===== config.mk =====
export PLATFORM = sky130hd
export DESIGN_NAME = writeback_commit_unit
export DESIGN_NICKNAME = d
export VERILOG_FILES = /design/src/design/wb_commit_pkg.sv /design/src/design/writeback_arbiter.sv /design/src/design/reorder_buffer.sv /design/src/design/writeback_commit_unit.sv
export SDC_FILE = /design/constraint.sdc
export NUM_CORES = 1
export LEC_CHECK = 0
export ABC_CLOCK_PERIOD_IN_PS = 8100
export BUFFER_PORTS_ARGS = -buffer_cell sky130_fd_sc_hd__buf_2
export CORE_ASPECT_RATIO = 1.1
export CORE_UTILIZATION = 30
export CTS_BUF_LIST = sky130_fd_sc_hd__clkbuf_4
export DETAILED_ROUTE_END_ITERATION = 6
export PLACE_DENSITY = 0.57
export REMOVE_ABC_BUFFERS = 1
export SYNTH_ARGS = -nofsm -noshare
export SYNTH_HDL_FRONTEND = slang
export SYNTH_SLANG_ARGS = --single-unit
export TNS_END_PERCENT = 20

===== constraint.sdc =====
create_clock -name clk -period 8.1 [get_ports clk]
set_clock_uncertainty 0.2 [all_clocks]
set_input_delay 0.81 -clock clk [delete_from_list [all_inputs] [get_ports clk]]
set_output_delay 0.81 -clock clk [all_outputs]
set_load 0.02 [all_outputs]

===== src/design/wb_commit_pkg.sv =====
// ----------------------------------------------------------------------
// Writeback and commit shared types
// Widths of the architectural fields carried from the execute pipes
// through completion and commit, plus the arbiter state encoding
// ----------------------------------------------------------------------

package wb_commit_pkg;

  // ----------------------------------------------------------------------
  // Field widths
  // ----------------------------------------------------------------------

  // Instruction address width
  localparam int pc_bits = 32;

  // Architectural register file has 32 entries
  localparam int reg_addr_bits = 5;

  // Integer datapath width
  localparam int word_bits = 32;

  // ----------------------------------------------------------------------
  // Typedefs
  // ----------------------------------------------------------------------

  // Program counter of a finished instruction
  typedef logic [pc_bits-1:0] pc_t;

  // Destination register address
  typedef logic [reg_addr_bits-1:0] reg_addr_t;

  // Register write data
  typedef logic [word_bits-1:0] word_t;

  // Arbiter grant pointer mode
  // idle means no grant since reset, so the search starts at pipe 0
  // granting means the search resumes after the last granted pipe
  typedef enum logic {
    idle,
    granting
  } arb_state_t;

endpackage


===== src/design/writeback_arbiter.sv =====
// ----------------------------------------------------------------------
// Writeback arbiter
// Round-robin choice of one execute pipe per cycle, with the winner's
// fields registered into the completion notification
// ----------------------------------------------------------------------

`timescale 1ns/1ps

module writeback_arbiter import wb_commit_pkg::*; #(
  parameter int p_num_pipes    = 2,
  parameter int p_seq_num_bits = 3
) (
  input  logic                                       clk,
  input  logic                                       rst_n,

  // Execute pipe side, one element per pipe
  input  logic [p_num_pipes-1:0]                     ex_val,
  output logic [p_num_pipes-1:0]                     ex_rdy,
  input  pc_t  [p_num_pipes-1:0]                     ex_pc,
  input  logic [p_num_pipes-1:0][p_seq_num_bits-1:0] ex_seq_num,
  input  reg_addr_t [p_num_pipes-1:0]                ex_waddr,
  input  word_t [p_num_pipes-1:0]                    ex_wdata,
  input  logic [p_num_pipes-1:0]                     ex_wen,

  // Completion notification
  output logic                                       complete_val,
  output pc_t                                        complete_pc,
  output logic [p_seq_num_bits-1:0]                  complete_seq_num,
  output reg_addr_t                                  complete_waddr,
  output word_t                                      complete_wdata,
  output logic                                       complete_wen
);

  // Index width, kept at 1 bit for a single pipe
  localparam int p_idx_bits = (p_num_pipes > 1) ? $clog2(p_num_pipes) : 1;

  arb_state_t            state;
  logic [p_idx_bits-1:0] last_grant;

  logic [p_idx_bits-1:0] grant_idx;
  logic                  grant_any;

  // ----------------------------------------------------------------------
  // Priority search
  // ----------------------------------------------------------------------

  // Walk the pipes starting one past the last grant, first val wins
  always_comb begin
    int start_idx;
    int cand;
    start_idx = 0;
    cand      = 0;
    grant_idx = '0;
    grant_any = 1'b0;
    if (state == granting) begin
      start_idx = int'(last_grant) + 1;
      if (start_idx >= p_num_pipes) begin
        start_idx = 0;
      end
    end
    for (int i = 0; i < p_num_pipes; i++) begin
      cand = start_idx + i;
      // Wrap around without a modulo for non power of two counts
      if (cand >= p_num_pipes) begin
        cand = cand - p_num_pipes;
      end
      if (!grant_any && ex_val[cand]) begin
        grant_any = 1'b1;
        grant_idx = p_idx_bits'(cand);
      end
    end
  end

  // One-hot ready, only the winner sees rdy
  always_comb begin
    ex_rdy = '0;
    if (grant_any) begin
      ex_rdy[grant_idx] = 1'b1;
    end
  end

  // ----------------------------------------------------------------------
  // Grant pointer
  // ----------------------------------------------------------------------

  always_ff @(posedge clk or negedge rst_n) begin
    if (!rst_n) begin
      state      <= idle;
      last_grant <= '0;
    end else if (grant_any) begin
      state      <= granting;
      last_grant <= grant_idx;
    end
  end

  // ----------------------------------------------------------------------
  // Completion notification
  // ----------------------------------------------------------------------

  // Pulses the cycle after each transfer
  always_ff @(posedge clk or negedge rst_n) begin
    if (!rst_n) begin
      complete_val <= 1'b0;
    end else begin
      complete_val <= grant_any;
    end
  end

  // Payload capture of the granted pipe
  always_ff @(posedge clk) begin
    if (grant_any) begin
      complete_pc      <= ex_pc[grant_idx];
      complete_seq_num <= ex_seq_num[grant_idx];
      complete_waddr   <= ex_waddr[grant_idx];
      complete_wdata   <= ex_wdata[grant_idx];
      complete_wen     <= ex_wen[grant_idx];
    end
  end

endmodule


===== src/design/reorder_buffer.sv =====
// ----------------------------------------------------------------------
// Reorder buffer
// Holds completed results by sequence number and retires them strictly
// in program order, one per cycle, as a commit notification
// ----------------------------------------------------------------------

`timescale 1ns/1ps

module reorder_buffer import wb_commit_pkg::*; #(
  parameter int p_seq_num_bits = 3
) (
  input  logic                      clk,
  input  logic                      rst_n,

  // Completion notification from the arbiter
  input  logic                      complete_val,
  input  pc_t                       complete_pc,
  input  logic [p_seq_num_bits-1:0] complete_seq_num,
  input  reg_addr_t                 complete_waddr,
  input  word_t                     complete_wdata,
  input  logic                      complete_wen,

  // Commit notification
  output logic                      commit_val,
  output pc_t                       commit_pc,
  output logic [p_seq_num_bits-1:0] commit_seq_num,
  output reg_addr_t                 commit_waddr,
  output word_t                     commit_wdata,
  output logic                      commit_wen
);

  // One slot per sequence number
  localparam int p_depth = 2 ** p_seq_num_bits;

  // ----------------------------------------------------------------------
  // Storage
  // ----------------------------------------------------------------------

  // Slot occupancy
  logic [p_depth-1:0]        slot_val;

  // Slot payload
  pc_t                       slot_pc    [p_depth];
  reg_addr_t                 slot_waddr [p_depth];
  word_t                     slot_wdata [p_depth];
  logic                      slot_wen   [p_depth];

  // Oldest uncommitted sequence number
  logic [p_seq_num_bits-1:0] head;

  // Head entry as seen this cycle
  logic                      head_hit_stored;
  logic                      head_hit_bypass;
  logic                      head_ready;
  pc_t                       head_pc;
  reg_addr_t                 head_waddr;
  word_t                     head_wdata;
  logic                      head_wen;

  // ----------------------------------------------------------------------
  // Head lookup
  // ----------------------------------------------------------------------

  // Head already sitting in its slot
  assign head_hit_stored = slot_val[head];

  // Head arriving right now on the completion path
  assign head_hit_bypass = complete_val && (complete_seq_num == head);

  // Either source lets the head retire at the next edge
  assign head_ready = head_hit_stored || head_hit_bypass;

  // Stored entry wins, bypass only when the slot is still empty
  always_comb begin
    if (head_hit_stored) begin
      head_pc    = slot_pc[head];
      head_waddr = slot_waddr[head];
      head_wdata = slot_wdata[head];
      head_wen   = slot_wen[head];
    end else begin
      head_pc    = complete_pc;
      head_waddr = complete_waddr;
      head_wdata = complete_wdata;
      head_wen   = complete_wen;
    end
  end

  // ----------------------------------------------------------------------
  // Slot valid bits and head pointer
  // ----------------------------------------------------------------------

  always_ff @(posedge clk or negedge rst_n) begin
    if (!rst_n) begin
      slot_val <= '0;
      head     <= '0;
    end else begin
      // Mark the completed slot
      if (complete_val) begin
        slot_val[complete_seq_num] <= 1'b1;
      end
      // Retire the head, this clear overrides a same-cycle bypass write
      if (head_ready) begin
        slot_val[head] <= 1'b0;
        // Wraps naturally, depth is a power of two
        head           <= head + 1'b1;
      end
    end
  end

  // Payload write at the completion index
  always_ff @(posedge clk) begin
    if (complete_val) begin
      slot_pc[complete_seq_num]    <= complete_pc;
      slot_waddr[complete_seq_num] <= complete_waddr;
      slot_wdata[complete_seq_num] <= complete_wdata;
      slot_wen[complete_seq_num]   <= complete_wen;
    end
  end

  // ----------------------------------------------------------------------
  // Commit notification
  // ----------------------------------------------------------------------

  // One pulse per retired entry
  always_ff @(posedge clk or negedge rst_n) begin
    if (!rst_n) begin
      commit_val <= 1'b0;
    end else begin
      commit_val <= head_ready;
    end
  end

  // Commit fields, held between pulses
  always_ff @(posedge clk) begin
    if (head_ready) begin
      commit_pc      <= head_pc;
      commit_seq_num <= head;
      commit_waddr   <= head_waddr;
      commit_wdata   <= head_wdata;
      commit_wen     <= head_wen;
    end
  end

endmodule


===== src/design/writeback_commit_unit.sv =====
// ----------------------------------------------------------------------
// Writeback and commit unit
// Arbiter over the execute pipes feeding an in-order reorder buffer
// ----------------------------------------------------------------------

`timescale 1ns/1ps

module writeback_commit_unit import wb_commit_pkg::*; #(
  parameter int p_num_pipes    = 2,
  parameter int p_seq_num_bits = 3
) (
  input  logic                                       clk,
  input  logic                                       rst_n,

  // Execute pipes
  input  logic [p_num_pipes-1:0]                     ex_val,
  output logic [p_num_pipes-1:0]                     ex_rdy,
  input  pc_t  [p_num_pipes-1:0]                     ex_pc,
  input  logic [p_num_pipes-1:0][p_seq_num_bits-1:0] ex_seq_num,
  input  reg_addr_t [p_num_pipes-1:0]                ex_waddr,
  input  word_t [p_num_pipes-1:0]                    ex_wdata,
  input  logic [p_num_pipes-1:0]                     ex_wen,

  // Completion notification
  output logic                                       complete_val,
  output logic [p_seq_num_bits-1:0]                  complete_seq_num,
  output reg_addr_t                                  complete_waddr,
  output word_t                                      complete_wdata,
  output logic                                       complete_wen,

  // Commit notification
  output logic                                       commit_val,
  output pc_t                                        commit_pc,
  output logic [p_seq_num_bits-1:0]                  commit_seq_num,
  output reg_addr_t                                  commit_waddr,
  output word_t                                      commit_wdata,
  output logic                                       commit_wen
);

  // Completion pc stays internal, only the buffer needs it
  pc_t complete_pc;

  writeback_arbiter #(
    .p_num_pipes    (p_num_pipes),
    .p_seq_num_bits (p_seq_num_bits)
  ) arb0 (
    .clk              (clk),
    .rst_n            (rst_n),
    .ex_val           (ex_val),
    .ex_rdy           (ex_rdy),
    .ex_pc            (ex_pc),
    .ex_seq_num       (ex_seq_num),
    .ex_waddr         (ex_waddr),
    .ex_wdata         (ex_wdata),
    .ex_wen           (ex_wen),
    .complete_val     (complete_val),
    .complete_pc      (complete_pc),
    .complete_seq_num (complete_seq_num),
    .complete_waddr   (complete_waddr),
    .complete_wdata   (complete_wdata),
    .complete_wen     (complete_wen)
  );

  // Retires in program order
  reorder_buffer #(
    .p_seq_num_bits (p_seq_num_bits)
  ) rob0 (
    .clk              (clk),
    .rst_n            (rst_n),
    .complete_val     (complete_val),
    .complete_pc      (complete_pc),
    .complete_seq_num (complete_seq_num),
    .complete_waddr   (complete_waddr),
    .complete_wdata   (complete_wdata),
    .complete_wen     (complete_wen),
    .commit_val       (commit_val),
    .commit_pc        (commit_pc),
    .commit_seq_num   (commit_seq_num),
    .commit_waddr     (commit_waddr),
    .commit_wdata     (commit_wdata),
    .commit_wen       (commit_wen)
  );

endmodule


==> metrics.md <==
| Metric | Value |
|---|---|
| Number of violations of the max-capacitance limit | 0 |
| Detailed-placement wirelength estimate | 36,600 µm |
| Share of post-route cells with drive strength above 1 | 33.4% |
| Design area | 34,800 µm² |
| Distinct cell type count of the synthesized netlist | 34 |
| Met3 track demand over resource | 3.48% |
| Adder-cell area share of the yosys netlist | 0.0443% |
| Post-route fraction of the period consumed by the critical path | 60.2% |
| Startpoint types | flop |
| Maximum buffer depth of the clock tree | 3 |
| Count of TritonRoute iterations in the first routing pass | 5 |
| Number of levels the H-tree was split into | 4 |
| Io pins | 268 |
| Final Max Tran Viols | 0 |
| Most used routing layer | met2 |
| Clock-pin transition on the worst setup and hold timing paths | 0.07 ns |
| Worst EP arrival | 5.32 ns |
| Transition time of the tightest slew-check pin | 1.05 ns |
| Total placed instance area | 31,000 µm² |
| Buffers inserted during post-CTS setup optimization | 0 |
| Per-cell via count in the routed design | 4.65 |
| Port bufs | 267 |
| Resize count post-CTS | 0 |
| Wire length after detailed routing | 72,600 µm |
| Global router's overall resource usage | 15.1% |
| Total overflow reported by the global router | 0 |
| Buffer type at the clock tree root | sky130_fd_sc_hd__clkbuf_4 |
| Post-synthesis mux area share | 13.1% |
| Placement row count | 117 |
| Fin worst setup slack | 3.23 ns |
| Yosys warning total | 0 |
| IR drop worst, VDD | 0.263 mV |
| Dominant combinational cell family by area after synthesis | multiplexers |
| Area inside the core boundary | 93,000 µm² |
| Netlist Area Pre-Place | 28,200 µm² |
| Portion of the post-synthesis area used by sequential elements | 76.4% |
| Post-Synth Simple-Gate Area | 2.69% |
| DRT iter0 DRCs | 995 |
| Number of hold-repair buffers added at the cts stage | 150 |
| Clock tree from TritonCTS | yes |
| Clock period minus final worst setup slack | 4.87 ns |
| Predominant post-synthesis flop cell | sky130_fd_sc_hd__edfxtp_1 |
| Synth-to-Final Area Change | 23.3% |
| Grt met1 use | 19.7% |
| Met2 Resource Use GR | 24.4% |
| Final-stage net count | 2,266 |
| Leakage dissipation | 12.6 nW |
| Fraction of the mapped netlist area in compound gates | 5.75% |
| Last weighted congestion value of the routability-driven placer | 0.719 |
| Vias in the first global route | 16,822 |
| Startpoint-to-endpoint class of the critical path | reg2reg |
| Commonest cells after routing, fill and taps aside | sky130_fd_sc_hd__edfxtp_1 (706), sky130_fd_sc_hd__mux2i_1 (282), sky130_fd_sc_hd__buf_2 (267), sky130_fd_sc_hd__clkbuf_4 (258), sky130_fd_sc_hd__dlygate4sd3_1 (150) |
| Critical Path Sink Type | flop |
| Status | finished, final reports clean |
| Peak clock frequency supported by timing | 205 MHz |
| Synthesized area per cell | 17.9 µm² |
| Synth Area in XOR/XNOR | 0.124% |
| Data required time of the critical path | 8.54 ns |
| Setup violations, final | 0 |
| Inserted Clock Buffers | 186 |
| Ratio of total power to cell area | 354 nW/µm² |
| Via count | 16,309 |
| Number of hold violations in the final report | 0 |
| Worst setup timing slack at the placement stage | 3.18 ns |
| Detailed-route wire length per cell | 20.7 µm |
| CP max FO | 48 |
| Sinks on Clock Net | 721 |
| Die span in x | 295 µm |
| Total of flip-flops plus latches after synthesis | 721 |
| Die Outline Area | 95,400 µm² |
| Initial antenna violation count | 3 |
| Floorplan die height | 324 µm |
| Residual DRC | 0 |
| Insertion delay of the later-clocked pin in the worst-skew pair | 1.03 ns |
| Worst slew margin relative to its limit | 29.7% |
| Number of flops mapped to enable cells by yosys | 706 |
| Design Power | 12.3 mW |
| Tightest Hold Check Type | in2async |
| FFs w/ async S/R, synth | 2.08% |
| First-pass GRT wire length | 105,000 µm |
| Residual antenna-violating net count after detailed routing | 0 |
| Leading cell type in the layout, fill and taps excluded | sky130_fd_sc_hd__edfxtp_1 |
| Setup repair after global routing missed its margin | false |
| Initial Utilization | 30.4% |
| Synth Instances | 1,574 |
| Maximum number of pins on one net before global-route repair | 61 |
metrics by stage:
stage / instances / utilization [%] / setup TNS [ns] / hold WS [ns]
floorplan: 1478 / - / -841.08 / 0.239
global placement: 3026 / 33.3 / 0 / 0.255
detailed placement: 3026 / 33.3 / 0 / 0.261
CTS: 3507 / 37.5 / 0 / 0.00655
global route: 3511 / 37.5 / 0 / 0.0407
finish: 3511 / 37.5 / 0 / 0.131
synth_stat cells, types with 2 or more instances:
master	instances	share of area, %
sky130_fd_sc_hd__a21oi_2	70	2.2
sky130_fd_sc_hd__buf_1	7	0.093
sky130_fd_sc_hd__buf_2	25	0.44
sky130_fd_sc_hd__buf_4	16	0.43
sky130_fd_sc_hd__buf_6	10	0.40
sky130_fd_sc_hd__clkbuf_1	38	0.51
sky130_fd_sc_hd__dfrtp_1	15	1.3
sky130_fd_sc_hd__edfxtp_1	706	75
sky130_fd_sc_hd__inv_1	3	0.040
sky130_fd_sc_hd__mux2_2	73	2.9
sky130_fd_sc_hd__mux2i_1	282	10
sky130_fd_sc_hd__nand2_1	5	0.066
sky130_fd_sc_hd__nand2b_1	7	0.16
sky130_fd_sc_hd__nor2_1	76	1.0
sky130_fd_sc_hd__nor3_1	72	1.3
sky130_fd_sc_hd__o22ai_1	140	3.1
sky130_fd_sc_hd__o32a_1	8	0.28
sky130_fd_sc_hd__or2_1	2	0.044
sky130_fd_sc_hd__xnor2_1	4	0.12
per-layer routing:
metal,up-vias,wire (µm)
met5,-,0
met2,494,34600
met3,119,4020
met4,0,1400
li1,7485,-
met1,8211,32600
final cells by class:
class | instances | area, µm²
fill | 8664 | 58100
tap | 1249 | 1560
clock inverter | 73 | 418
sequential | 721 | 21600
antenna | 4 | 10.0
clock buffer | 258 | 1940
multi-input combinational | 753 | 6220
inverter | 4 | 17.5
timing repair buffer | 449 | 3080
cell families (layout without fill, tap and decap cells):
| family | count (synthesis) | count (layout) |
|---|---|---|
| DFF | 721 | 721 |
| muxes | 358 | 358 |
| AOI/OAI and AO/OA | 223 | 223 |
| and+or+nand+nor | 167 | 167 |
| buffers and inverters | 100 | 784 |
| xor gates and xnor gates | 4 | 4 |
| adders and majority gates | 1 | 1 |
| other | 0 | 4 |
where the power goes:
part	internal (mW)	switching, mW
combinational	1.39	2.66
clock	1.58	1.50
sequential	4.84	0.350
registers in the layout (all words and copies together), names as in the netlist:
| name | flops |
|---|---|
| arb0.complete_val | 1 |
| rob0.commit_pc | 32 |
| arb0.complete_wdata | 32 |
| rob0.slot_wen | 8 |
| arb0.complete_pc | 32 |
| rob0.commit_val | 1 |
| rob0.commit_seq_num | 3 |
| arb0.state | 1 |
| rob0.slot_wdata | 256 |
| rob0.commit_wen | 1 |
| rob0.slot_pc | 256 |
| rob0.commit_waddr | 5 |
| rob0.commit_wdata | 32 |
| arb0.complete_waddr | 5 |
| arb0.complete_wen | 1 |
| rob0.slot_waddr | 40 |
| arb0.last_grant | 1 |
| rob0.head | 3 |
| arb0.complete_seq_num | 3 |
| rob0.slot_val | 8 |
path summary, 6_finish.rpt:
| check | from | end | slack [ns] | depth (start not counted) |
|---|---|---|---|---|
| worst max-delay path | rob0.head[0] | rob0.commit_wdata[0] | 3.23 | 7 |
| worst min-delay path | rst_n | rob0.head[1] | 0.13 | 2 |
| worst max register to register | rob0.head[0] | rob0.commit_wdata[0] | 3.23 | 7 |
| worst min register to register | rob0.slot_val[4] | rob0.slot_val[4] | 0.30 | 1 |
| max in group asynchronous | rst_n | rob0.head[0] | 7.24 | 2 |
| min in group clk | rob0.slot_val[4] | rob0.slot_val[4] | 0.30 | 1 |
critical path, cell delays in order, from the launching register on:
cell and delay (ns):
sky130_fd_sc_hd__dfrtp_4 0.98, sky130_fd_sc_hd__buf_4 0.76, sky130_fd_sc_hd__mux2i_1 0.38, sky130_fd_sc_hd__o22ai_4 0.10
sky130_fd_sc_hd__buf_4 0.30, sky130_fd_sc_hd__nor3b_2 0.77, sky130_fd_sc_hd__inv_4 0.45, sky130_fd_sc_hd__buf_4 0.47
Power figures use the tool's default switching activity.
